--- config.mk ---
export PLATFORM = sky130hd
export DESIGN_NAME = trigger_serdes_top
export DESIGN_NICKNAME = d
export VERILOG_FILES = /design/src/trigger_serdes_pkg.sv /design/src/bit_serializer.sv /design/src/trigger_serdes_top.sv /design/src/word_fifo.sv /design/src/word_source.sv
export SDC_FILE = /design/constraint.sdc
export NUM_CORES = 1
export LEC_CHECK = 0
export BUFFER_PORTS_ARGS = -buffer_cell sky130_fd_sc_hd__buf_2
export CORE_MARGIN = 2
export CORE_UTILIZATION = 50
export CTS_CLUSTER_SIZE = 10
export DETAILED_ROUTE_END_ITERATION = 10
export PLACE_DENSITY = 0.68
export SLEW_MARGIN = 40
export SYNTH_ARGS = -nofsm -noshare
export SYNTH_HDL_FRONTEND = slang
export SYNTH_SLANG_ARGS = --single-unit
--- constraint.sdc ---
create_clock -name clock -period 2.6 [get_ports clock]
set_input_delay 0 -clock clock [delete_from_list [all_inputs] [get_ports clock]]
set_output_delay 0 -clock clock [all_outputs]
set_load 0.05 [all_outputs]
--- src/trigger_serdes_pkg.sv ---
`default_nettype none

package trigger_serdes_pkg;

	// serial word geometry
	localparam int WORD_WIDTH = 8; // bits shifted out per frame
	localparam int COUNT_WIDTH = 4; // running count in the low part of the word

	// source startup hold
	localparam int STARTUP_CYCLES = 16; // clocks of silence after reset release
	localparam int HOLD_WIDTH = $clog2(STARTUP_CYCLES + 1); // must reach STARTUP_CYCLES

	// buffer between source and serializer
	localparam int FIFO_DEPTH = 4; // power of two, pointers wrap naturally
	localparam int FIFO_ADDR_WIDTH = $clog2(FIFO_DEPTH); // index into the storage
	localparam int FIFO_PTR_WIDTH = FIFO_ADDR_WIDTH + 1; // extra bit tells full from empty

	// serializer bit position
	localparam int BIT_INDEX_WIDTH = $clog2(WORD_WIDTH); // 0 .. WORD_WIDTH-1

	// word handed from stage to stage
	typedef struct packed {
		logic [WORD_WIDTH-1:0] data; // word to send, msb goes out first
		logic seq_wrap; // count just rolled back to zero
	} serial_word_t;

	// upper bits of the word are always zero
	localparam int PAD_WIDTH = WORD_WIDTH - COUNT_WIDTH;

	// all ones count, the value just before rollover
	localparam logic [COUNT_WIDTH-1:0] COUNT_MAX = {COUNT_WIDTH{1'b1}};

	// index of the last bit of a frame
	localparam logic [BIT_INDEX_WIDTH-1:0] LAST_BIT = BIT_INDEX_WIDTH'(WORD_WIDTH - 1);

endpackage

`default_nettype wire

--- src/bit_serializer.sv ---
`default_nettype none

module bit_serializer import trigger_serdes_pkg::*; (
	input wire logic clock,
	input wire logic reset1,
	input serial_word_t buf_word, // word from the fifo
	input wire logic buf_valid,
	output logic buf_ready,
	output logic serial_out, // one bit per clock, msb first
	output logic frame_strobe, // high on the first bit of each word
	output logic [WORD_WIDTH-1:0] led_byte // word now on the line
);

	logic [WORD_WIDTH-1:0] shift_reg; // msb is the bit on the line
	logic [BIT_INDEX_WIDTH-1:0] bit_count; // position within the frame
	logic busy; // a word is being shifted
	logic last_bit; // final bit of the frame is on the line
	logic load; // take a new word at this edge

	assign last_bit = busy && (bit_count == LAST_BIT);

	// ready while idle, or on the last bit so the next frame follows with no gap
	assign buf_ready = !busy || last_bit;
	assign load = buf_valid && buf_ready;

	// line and strobe are low whenever nothing is being shifted
	assign serial_out = busy && shift_reg[WORD_WIDTH-1];
	assign frame_strobe = busy && (bit_count == '0);

	// frame control
	always_ff @(posedge clock) begin
		if (reset1) begin
			busy <= 1'b0;
			bit_count <= '0;
		end else if (load) begin
			busy <= 1'b1; // first bit goes out next cycle
			bit_count <= '0;
		end else if (last_bit) begin
			busy <= 1'b0; // nothing waiting, go idle
			bit_count <= '0;
		end else if (busy) begin
			bit_count <= bit_count + BIT_INDEX_WIDTH'(1);
		end
	end

	// shift register, payload only
	always_ff @(posedge clock) begin
		if (load) begin
			shift_reg <= buf_word.data;
		end else if (busy) begin
			shift_reg <= {shift_reg[WORD_WIDTH-2:0], 1'b0}; // next bit into msb
		end
	end

	// led bus follows the frame on the line, zero when idle
	always_ff @(posedge clock) begin
		if (reset1) begin
			led_byte <= '0;
		end else if (load) begin
			led_byte <= buf_word.data; // valid for the whole frame
		end else if (last_bit) begin
			led_byte <= '0;
		end
	end

endmodule

`default_nettype wire

--- src/trigger_serdes_top.sv ---
`default_nettype none

module trigger_serdes_top import trigger_serdes_pkg::*; (
	input wire logic clock,
	input wire logic reset1,
	input wire logic enable, // pauses the word source
	output logic serial_out, // serial trigger line
	output logic frame_strobe, // first bit of each word
	output logic [WORD_WIDTH-1:0] led_byte // word being sent
);

	serial_word_t src_word; // source -> fifo
	logic src_valid;
	logic src_ready;
	serial_word_t buf_word; // fifo -> serializer
	logic buf_valid;
	logic buf_ready;

	// count words after the startup hold
	word_source source0 (
		.clock(clock),
		.reset1(reset1),
		.enable(enable),
		.src_word(src_word),
		.src_valid(src_valid),
		.src_ready(src_ready)
	);

	// absorbs pauses on the serial side
	word_fifo fifo0 (
		.clock(clock),
		.reset1(reset1),
		.src_word(src_word),
		.src_valid(src_valid),
		.src_ready(src_ready),
		.buf_word(buf_word),
		.buf_valid(buf_valid),
		.buf_ready(buf_ready)
	);

	// parallel to serial
	bit_serializer serializer0 (
		.clock(clock),
		.reset1(reset1),
		.buf_word(buf_word),
		.buf_valid(buf_valid),
		.buf_ready(buf_ready),
		.serial_out(serial_out),
		.frame_strobe(frame_strobe),
		.led_byte(led_byte)
	);

endmodule

`default_nettype wire

--- src/word_fifo.sv ---
`default_nettype none

module word_fifo import trigger_serdes_pkg::*; (
	input wire logic clock,
	input wire logic reset1,
	input serial_word_t src_word, // write side
	input wire logic src_valid,
	output logic src_ready,
	output serial_word_t buf_word, // read side
	output logic buf_valid,
	input wire logic buf_ready
);

	serial_word_t mem [FIFO_DEPTH]; // storage
	logic [FIFO_PTR_WIDTH-1:0] wr_ptr; // next slot to write with the lap bit as msb
	logic [FIFO_PTR_WIDTH-1:0] rd_ptr; // oldest slot still held
	logic [FIFO_ADDR_WIDTH-1:0] wr_addr; // index part of wr_ptr
	logic [FIFO_ADDR_WIDTH-1:0] rd_addr; // index part of rd_ptr
	logic full; // every slot occupied
	logic empty; // nothing to read
	logic wr_en; // write accepted this cycle
	logic rd_en; // read accepted this cycle

	assign wr_addr = wr_ptr[FIFO_ADDR_WIDTH-1:0];
	assign rd_addr = rd_ptr[FIFO_ADDR_WIDTH-1:0];

	// same index on a different lap means full and identical pointers mean empty
	assign full = (wr_addr == rd_addr) &&
		(wr_ptr[FIFO_ADDR_WIDTH] != rd_ptr[FIFO_ADDR_WIDTH]);
	assign empty = (wr_ptr == rd_ptr);

	// handshake outputs come straight from the fifo state
	assign src_ready = !full; // back-pressure only when full
	assign buf_valid = !empty; // a word written at an edge shows up next cycle

	assign wr_en = src_valid && src_ready;
	assign rd_en = buf_valid && buf_ready;

	// head of the queue stays put until it is read
	assign buf_word = mem[rd_addr];

	// payload write
	always_ff @(posedge clock) begin
		if (wr_en) begin
			mem[wr_addr] <= src_word;
		end
	end

	// write pointer
	always_ff @(posedge clock) begin
		if (reset1) begin
			wr_ptr <= '0;
		end else if (wr_en) begin
			wr_ptr <= wr_ptr + FIFO_PTR_WIDTH'(1); // rolls over with the lap bit
		end
	end

	// read pointer may move in the same cycle as a write
	always_ff @(posedge clock) begin
		if (reset1) begin
			rd_ptr <= '0;
		end else if (rd_en) begin
			rd_ptr <= rd_ptr + FIFO_PTR_WIDTH'(1);
		end
	end

endmodule

`default_nettype wire

--- src/word_source.sv ---
`default_nettype none

module word_source import trigger_serdes_pkg::*; (
	input wire logic clock,
	input wire logic reset1,
	input wire logic enable, // low pauses new offers
	output serial_word_t src_word,
	output logic src_valid,
	input wire logic src_ready
);

	logic [HOLD_WIDTH-1:0] hold_count; // startup hold, saturates
	logic hold_done; // startup hold has run out
	logic [COUNT_WIDTH-1:0] count; // count carried by the offered word
	logic wrap_pending; // offered word is the first after a rollover
	logic transfer; // word accepted by the fifo this cycle

	assign hold_done = (hold_count == HOLD_WIDTH'(STARTUP_CYCLES));
	assign transfer = src_valid && src_ready;

	// startup hold counter
	// first edge with reset1 low takes it 0 -> 1, so it is done after STARTUP_CYCLES edges
	always_ff @(posedge clock) begin
		if (reset1) begin
			hold_count <= '0;
		end else if (!hold_done) begin
			hold_count <= hold_count + HOLD_WIDTH'(1); // stops at STARTUP_CYCLES
		end
	end

	// valid goes high the edge after the hold ends
	// a pending offer is never withdrawn, only replaced after a transfer
	always_ff @(posedge clock) begin
		if (reset1) begin
			src_valid <= 1'b0;
		end else if (!src_valid || src_ready) begin
			src_valid <= hold_done && enable; // next word only while enabled
		end
	end

	// count and wrap flag only move on a transfer, so the offered word holds still
	always_ff @(posedge clock) begin
		if (reset1) begin
			count <= '0;
			wrap_pending <= 1'b0; // first word after reset is not a rollover
		end else if (transfer) begin
			count <= count + COUNT_WIDTH'(1); // wraps after COUNT_MAX
			wrap_pending <= (count == COUNT_MAX); // next word is count zero again
		end
	end

	// pad the high part with zeros
	assign src_word.data = {{PAD_WIDTH{1'b0}}, count};
	assign src_word.seq_wrap = wrap_pending;

endmodule

`default_nettype wire

# Word-level counts from Yosys, hierarchy flattened
# Memory sizes are Yosys's and may differ from the RTL's. A register that Yosys moved wholly into a read port is not among the register bits.
# Cells that the tools add are included.
[classes]
addsub = 5
n_eq_ne = 6
mux = 10
n_reduce_logical = 17
[ops]
columns = ["op", "n"]
rows = [
  ["2-to-1 mux 8 bit", 4],
  ["adder 3 x 1 -> 3 bit (second input constant)", 3],
  ["logical AND 1 bit", 7],
  ["adder 5 x 1 -> 5 bit (second input constant)", 1],
  ["equality test 5 bit (second input constant)", 1],
  ["adder 4 x 1 -> 4 bit (second input constant)", 1],
  ["equality test 4 bit (second input constant)", 1],
  ["zero test 1 bit", 4],
  ["2-to-1 mux 1 bit", 4],
  ["2-to-1 mux 2 bit", 2],
  ["nonzero test 2 bit", 2],
  ["equality test 3 bit", 1],
  ["equality test 3 bit (second input constant)", 1],
  ["zero test 3 bit", 1],
  ["OR reduction 3 bit", 1],
  ["equality test 2 bit", 1],
  ["logical OR 1 bit", 2],
  ["inequality test 1 bit", 1],
]
[totals]
register_bits = 37
ram_bits = 20
out_inout_bits = 10
elab_cells = 49
n_memories = 1
[mem_list]
columns = ["memory", "words", "width", "rd", "rd_clocked_by_memory_dff", "write_ports", "line_no", "source"]
rows = [
  ["fifo0.mem", 4, 5, 1, 1, 1, "word_fifo.sv:14", "serial_word_t mem [FIFO_DEPTH];"],
]

# Depth between registers and ports, before layout
# Gate-level depths: netlist (run 1).
[depth]
ltp_word = 6
ltp_mapped = 7
mapped_depth_nobuf = 6

# Modules after synthesis
# Synthesis (run 1) repeated with hierarchy kept, for this count alone.
[hier_totals]
hier_cells = 254
area_unflattened_um2 = 3323.2
[by_module_without_submodules]
columns = ["module", "instances", "cells_per_inst", "area_per_inst_um2", "seq_area_each_um2"]
rows = [
  ["word_fifo", 1, 117, 1863.0, 1241.2],
  ["bit_serializer", 1, 81, 952.2, 480.5],
  ["word_source", 1, 56, 508.0, 220.2],
]

# Worst setup path before layout (run 1)
# No wires, ideal clock.
[synth_timing]
kind = "flip-flop to flip-flop"
startpoint = "reg serializer0.bit_count[0]"
endpoint = "reg serializer0.shift_reg[3], data pin"
setup_ps = 256
arrival_ps = 1243
required_time_ps = 2344
slack_ps = 1101
path_stages_with_launch = 8
n_path_buf = 1
period_less_slack_ps = 1499
cell_sequence = "dfxtp_1 > ha_1 > ha_1 > nand2b_1 > o31a_1 > buf_4 > nand2_1 > nand2_1"
[synth_between]
elab_chain_len = 5
[synth_rtl]
columns = ["item", "line_no", "source"]
rows = [
  ["start: declaration", "bit_serializer.sv:15", "logic [BIT_INDEX_WIDTH-1:0] bit_count;"],
  ["start signal: assignment", "bit_serializer.sv:42", "bit_count <= bit_count + BIT_INDEX_WIDTH'(1);"],
  ["equality test 3 bit", "bit_serializer.sv:20", "assign last_bit = busy && (bit_count == LAST_BIT);"],
  ["logical AND 1 bit", "bit_serializer.sv:20", ""],
  ["logical OR 1 bit", "bit_serializer.sv:23", "assign buf_ready = !busy || last_bit;"],
  ["logical AND 1 bit", "bit_serializer.sv:24", "assign load = buf_valid && buf_ready;"],
  ["2-to-1 mux 8 bit", "bit_serializer.sv:48", "if (load) begin"],
  ["end signal: assignment", "bit_serializer.sv:49", "shift_reg <= buf_word.data;"],
  ["end signal: assignment", "bit_serializer.sv:51", "shift_reg <= {shift_reg[WORD_WIDTH-2:0], 1'b0};"],
  ["end: declaration", "bit_serializer.sv:14", "logic [WORD_WIDTH-1:0] shift_reg;"],
]
# No other way between the ends.
# A chain may end at the register's enable or synchronous reset.

# Final worst setup path (run 1)
[layout_timing]
startpoint = "reg fifo0.wr_ptr[1]"
endpoint = "reg serializer0.shift_reg[0], enable pin"
[layout_between]
elab_chain_len = 4
[layout_rtl]
columns = ["item", "line_no", "source"]
rows = [
  ["start: declaration", "word_fifo.sv:15", "logic [FIFO_PTR_WIDTH-1:0] wr_ptr;"],
  ["start signal: assignment", "word_fifo.sv:54", "wr_ptr <= wr_ptr + FIFO_PTR_WIDTH'(1);"],
  ["equality test 3 bit", "word_fifo.sv:30", "assign empty = (wr_ptr == rd_ptr);"],
  ["zero test 1 bit", "word_fifo.sv:34", "assign buf_valid = !empty;"],
  ["logical AND 1 bit", "bit_serializer.sv:24", ""],
  ["nonzero test 2 bit (no line)", "-", ""],
]
# No other way between the ends.

==> flow_metrics.py, run 1 <==
metrics = {
    "final_layout": {
        "n_fill_cell": 342,
        "final_util": 0.575,
        "largest_register_ff_count": 16,
        "fin_nets": 204,
        "multiInputGateArea_sq_um": 853,
        "antenna_cells": 0,
        "syn2layout_area_growth_pct": 8.11,
        "seqCellArea_sq_um": 1240,
        "layout-drive-gt1-share": 0.120,
    },
    "clock_network": {
        "clock_latency_ns": 0.30,
        "cts_tree": "yes",
        "path_clk_slew_ns": 0.08,
        "cts.sinks": 50,
        "cts_made_buffers": 5,
        "cts-root-buf": "clkbuf_8",
        "cts_max_level": 2,
        "cts.path.max_buffers": 2,
    },
    "sta": {
        "hold_viol_final": 0,
        "layout_min_cycle_time_ns": 1.73,
        "max_freq_mhz": 578,
        "relSlewSlack": 0.602,
        "worst_slew_pin_slew_ns": 0.595,
        "rsz0062_at_grt": "no",
        "period_share": 0.666,
        "finClkSkew_ns": 0.00878,
        "final_max_slew_viol_count": 0,
        "fin_setup_tns_ns": 0,
        "setup_viol": 0,
    },
    "grt": {
        "grt_antenna_before_repair": 0,
        "grt_pass1_wl_microns": 5860,
        "first_global_vias": 1263,
        "overflow": 0,
        "grt_max_degree": 26,
        "grt.total_usage": 0.155,
    },
    "synthesis": {
        "synth_top_family_by_area": "simple AND/OR/NAND/NOR gates",
        "synth_compound_area_frac": 0.0690,
        "syn_inst": 181,
        "yosys.area_share.simple": 0.139,
        "synthMuxAreaShare": 0.0552,
        "synthArstFlopShare": 0,
        "synth_adder_area_share": 0.0633,
        "syn_area_per_cell_sq_um": 12.0,
        "yosys.area_share.xor_xnor": 0.0593,
        "ys_types": 32,
        "ys_ff_latch": 50,
        "yosys_warnings": 0,
        "synth_flop_cell": "dfxtp_1",
        "ys_seq_area_frac": 0.571,
        "synth_edf_count": 24,
        "netlist_area_sq_um": 2170,
    },
    "run_status": {
        "status": "complete, no violations",
    },
    "setup_path": {
        "crit_fanout": 13,
        "reg2reg_from": "fifo0.wr_ptr[1]",
        "reg2reg_depth": 4,
        "r2r_end": "serializer0.shift_reg[0]",
        "crit_type": "reg -> reg",
        "required_ns": 2.56,
        "cpPeakStageDelay_ns": 0.45,
        "crit_chain": "xor2_2 > nor3_1 > buf_4 > nand2b_1",
        "cp.arrival_ns": 1.69,
        "r2r_slack_ns": 0.87,
        "endpoint_kind": "flop",
        "startpoint_type": "flop",
        "crit_slowest_cell": "dfxtp_1",
    },
    "floorplan": {
        "die_w_microns": 70.0,
        "initial_utilization": 0.532,
        "ios": 13,
        "row_count": 23,
        "die_y_microns": 70.0,
        "core_area_sq_um": 4090,
        "dieArea_sq_um": 4890,
    },
    "route": {
        "drc": 0,
        "finalWirelength_microns": 3430,
        "vias_per_cell": 5.21,
        "num_vias": 1255,
        "final_antenna_net_count": 0,
        "dr.pass1.iters": 4,
        "drt_iter0_drc": 78,
        "wire_per_inst_microns": 14.2,
    },
    "placement": {
        "gp_congestion": 0.859,
        "port-buffer-count": 8,
        "dp_hpwl_microns": 2510,
    },
    "worst_hold_path": {
        "hold_class": "in -> reg",
        "min_from": "reset1",
        "min_to": "source0.hold_count[4]",
        "min_path_cells": 2,
    },
    "job": {
        "drv_cap": 0,
    },
    "power_and_ir_drop": {
        "p_leak_uw": 0.000897,
        "vdd_drop_max_mv": 0.492,
        "power_density_nw_per_um2": 670,
    },
}
what timing repair did:
item,in CTS,in global routing
hold buffers,1,0
buffers inserted,0,0
hold endpoints to repair,1,0
resized for setup,0,0
cell usage after synthesis, types with 2 or more instances:
library cell / n / area [sq um]
nand2_1: 14 / 52.6
nor3_1: 4 / 20.0
and2_1: 4 / 25.0
a31oi_1: 4 / 25.0
dfxtp_1: 26 / 521
buf_4: 5 / 37.5
nor2b_1: 6 / 37.5
xor2_1: 6 / 52.6
edfxtp_1: 24 / 721
xnor2_1: 5 / 43.8
nand3_1: 3 / 15.0
mux4_2: 4 / 90.1
nand2b_1: 2 / 12.5
ha_1: 11 / 138
clkbuf_1: 5 / 18.8
xor2_2: 2 / 32.5
mux2i_1: 3 / 30.0
o21ai_0: 5 / 25.0
nand3b_1: 10 / 75.1
a21oi_1: 7 / 35.0
nor2_1: 13 / 48.8
inv_1: 8 / 30.0
metrics by stage:
step / setup WS [ns] / cell area [sq um] / std cells / hold WS [ns] / power [uW]
after floorplan: 1.10 / 2190 / 184 / 0.148 / 1040
after global placement: 0.939 / 2230 / 232 / 0.255 / 1070
after detailed placement: 0.866 / 2230 / 232 / 0.256 / 1080
after CTS: 0.860 / 2350 / 241 / 0.114 / 1590
after global routing: 0.748 / 2350 / 241 / 0.140 / 1660
final: 0.869 / 2350 / 241 / 0.124 / 1580
per-layer routing:
metal / GRT usage / vias up / share of wire / routed length [microns]
li1: - / 636 / - / -
met1: 0.201 / 589 / 0.46 / 1590
met2: 0.241 / 26 / 0.49 / 1670
met3: 0.0519 / 4 / 0.039 / 132
met4: 0.0577 / 0 / 0.0096 / 33
met5: 0 / - / 0 / 0
cell families (layout without fill, tap and decap cells):
group           after synthesis  after routing
mux                           7              7
flops                        50             50
fa+ha+maj                    11             11
simple gates                 58             58
other cells                   1              4
xor+xnor                     13             13
compound gates               22             22
buf+inv                      19             26
final cells by class:
class / count / share of cell area
clock inverter: 2 / 0.0144
inverter: 8 / 0.0128
timing repair buffer: 10 / 0.0245
multi-input combinational: 115 / 0.363
sequential: 50 / 0.528
clock buffer: 6 / 0.0309
tap: 50 / 0.0266
worst max-delay path, delay by kind of cell (launching register included):
| family | cells | cell delay [ns] |
|---|---|---|
| buffers and inverters | 1 | 0.20 |
| XOR/XNOR | 1 | 0.34 |
| flip-flops | 1 | 0.45 |
| AND/OR/NAND/NOR | 2 | 0.40 |
cell usage in the layout (no fill, tap or decap), types with 3 or more instances in the layout:
| cell | netlist | final |
|---|---|---|
| edfxtp_1 | 24 | 24 |
| nor2b_1 | 6 | 6 |
| conb_1 | 1 | 4 |
| and2_1 | 4 | 4 |
| mux2i_1 | 3 | 3 |
| nand3_1 | 3 | 3 |
| nand3b_1 | 10 | 10 |
| xor2_1 | 6 | 6 |
| ha_1 | 11 | 11 |
| clkbuf_8 | 0 | 5 |
| a31oi_1 | 4 | 4 |
| dfxtp_1 | 26 | 26 |
| xnor2_1 | 5 | 5 |
| nor2_1 | 13 | 13 |
| mux4_2 | 4 | 4 |
| nand2_1 | 14 | 14 |
| a21oi_1 | 7 | 7 |
| o21ai_0 | 5 | 5 |
| buf_2 | 1 | 8 |
| inv_1 | 8 | 8 |
| nor3_1 | 4 | 4 |
report_power, final:
part	switching (uW)	internal [uW]
combinational	110	52.9
clock	234	284
sequential	27.8	868
worst max path at each step:
stage	start	cells after the start	slack, ns	end
4_1_cts	fifo0.wr_ptr[1]	4	0.86	serializer0.shift_reg[0]
3_3_place_gp	fifo0.wr_ptr[1]	4	0.94	serializer0.shift_reg[4]
6_report	fifo0.wr_ptr[1]	4	0.87	serializer0.shift_reg[0]
3_5_place_dp	fifo0.wr_ptr[1]	4	0.87	serializer0.shift_reg[5]
2_1_floorplan	serializer0.bit_count[0]	7	1.10	serializer0.shift_reg[3]
5_1_grt	serializer0.bit_count[1]	6	0.75	serializer0.led_byte[2]
Note: power is estimated with default switching activity, not from simulation.
==> run 2, diff against run 1 <==
- clock period: 2.6 -> 1.74 ns (I/O delays scaled with it)
==> run 2 against run 1 <==
Critical path type unchanged; critical endpoint is now fifo0.mem[2][2]; maximum frequency increased by 7.0%; design area is 4.2% higher; cell count rose by 5.0%.
==> flow_metrics.py, run 2 (synthesis results as in run 1) <==
metrics = {
    "sta": {
        "final_max_slew_viol_count": 0,
        "layout_min_cycle_time_ns": 1.62,
        "period_share": 0.930,
        "fin_setup_tns_ns": 0,
        "finClkSkew_ns": 0.00812,
        "hold_viol_final": 0,
        "max_freq_mhz": 618,
        "rsz0062_at_grt": "no",
        "setup_viol": 0,
    },
    "final_layout": {
        "design_area_sq_um": 2450,
        "antenna_cells": 0,
        "fin_nets": 216,
        "final_cell_mix": "26 x dfxtp_1, 24 x edfxtp_1, 14 x nand2_1",
        "seqCellArea_sq_um": 1240,
        "fin_cells": 253,
        "final_common_cell": "dfxtp_1",
        "layout-drive-gt1-share": 0.207,
        "multiInputGateArea_sq_um": 877,
        "largest_register_ff_count": 16,
        "final_util": 0.600,
        "syn2layout_area_growth_pct": 12.7,
        "n_fill_cell": 333,
    },
    "power_and_ir_drop": {
        "p_sw_uw": 556,
        "internal-power_uw": 1710,
        "p_sw_frac": 0.246,
        "clockPowerShare": 0.292,
        "comb_power_share": 0.117,
        "seq_power_share": 0.590,
        "p_leak_uw": 0.000971,
        "power_density_nw_per_um2": 923,
        "vdd_drop_max_mv": 0.553,
    },
    "setup_path": {
        "required_ns": 1.74,
        "cp_num_buf_inv": 1,
        "startpoint_type": "flop",
        "cpPeakStageDelay_ns": 0.39,
        "cp.arrival_ns": 1.62,
        "endpoint_kind": "flop",
        "path_depth": 5,
        "crit_fanout": 5,
        "crit_slowest_cell": "dfxtp_1",
        "reg2reg_depth": 5,
        "cp_top_family": "simple AND/OR/NAND/NOR gates",
        "crit_chain": "xor2_2 > buf_4 > nor3_1 > nor2b_1 > and2_2",
        "crit_type": "reg -> reg",
    },
    "clock_network": {
        "cts_setup_buffers": 0,
        "path_clk_slew_ns": 0.08,
        "cts.sinks": 50,
        "clock_latency_ns": 0.29,
        "cts.path.max_buffers": 2,
        "cts-root-buf": "clkbuf_8",
        "cts_made_buffers": 5,
        "cts_tree": "yes",
        "cts_max_level": 2,
    },
    "floorplan": {
        "core_area_sq_um": 4090,
        "dieArea_sq_um": 4890,
        "die_y_microns": 70.0,
        "die_w_microns": 70.0,
        "ios": 13,
        "row_count": 23,
        "initial_utilization": 0.532,
    },
    "placement": {
        "dp_hpwl_microns": 2750,
        "port-buffer-count": 8,
        "gp_congestion": 0.753,
        "dp_cells": 244,
        "placed_area_sq_um": 2320,
    },
    "run_status": {
        "status": "complete, no violations",
    },
    "worst_hold_path": {
        "hold_class": "in -> reg",
        "min_path_cells": 2,
    },
    "route": {
        "wire_per_inst_microns": 14.4,
        "dr.pass1.iters": 4,
        "num_vias": 1329,
        "final_antenna_net_count": 0,
        "vias_per_cell": 5.25,
        "drt_iter0_drc": 53,
        "drc": 0,
        "finalWirelength_microns": 3640,
    },
    "grt": {
        "grt_max_degree": 26,
        "grt_antenna_before_repair": 0,
        "grt_pass1_wl_microns": 6250,
        "overflow": 0,
        "first_global_vias": 1346,
        "grt.total_usage": 0.167,
    },
    "job": {
        "drv_cap": 0,
    },
}
-- run 2: final cells by class --
class                           count  area share
Tap cell                           50      0.0255
Clock buffer                        6      0.0337
Inverter                            8      0.0123
Sequential cell                    50       0.507
Clock inverter                      2     0.00358
Multi-Input combinational cell    115       0.358
Timing Repair Buffer               22      0.0603
-- run 2: routing by layer --
layer  wire length [microns]  vias to the layer above  global-route usage
li1                        -                      659                   -
met1                    1620                      641               0.198
met2                    1850                       21               0.291
met3                     105                        8              0.0361
met4                      69                        0              0.0705
met5                       0                        -                   0
-- run 2: worst paths after layout --
| path | end | start | slack [ns] |
|---|---|---|---|
| worst max-delay path | fifo0.mem[2][2] | fifo0.wr_ptr[0] | 0.12 |
| worst min-delay path | source0.hold_count[4] | reset1 | 0.13 |
| worst max register to register | fifo0.mem[2][2] | fifo0.wr_ptr[0] | 0.12 |
| worst min register to register | serializer0.led_byte[2] | serializer0.led_byte[2] | 0.50 |
-- run 2: power groups by stage --
stage                     clock network, uW  logic (uW)  registers [uW]
final                                   661         265            1340
after CTS                               682         264            1340
after floorplan                           0         187            1370
after global placement                    0         251            1360
after global routing                    733         292            1340
after detailed placement                  0         262            1360
-- run 2: worst register-to-register path: stages, from the launching register on --
cell	delay, ns
dfxtp_1	0.39
xor2_2	0.22
buf_4	0.20
nor3_1	0.07
nor2b_1	0.21
and2_2	0.23
-- run 2: through the flow --
stage | setup WS, ns | power [uW] | hold WS (ns)
6_report | 0.121 | 2260 | 0.129
5_1_grt | 0.0110 | 2370 | 0.147
4_1_cts | 0.0249 | 2280 | 0.117
3_5_place_dp | -0.210 | 1620 | 0.246
3_3_place_gp | -0.0897 | 1610 | 0.239
2_1_floorplan | 0.241 | 1560 | 0.148
-- run 2: what timing repair did --
item / CTS / global route
endpoints found under the setup margin: 25 / 37
gates resized for setup: 2 / 5
hold endpoints to repair: 1 / 0
hold buffers: 1 / 0
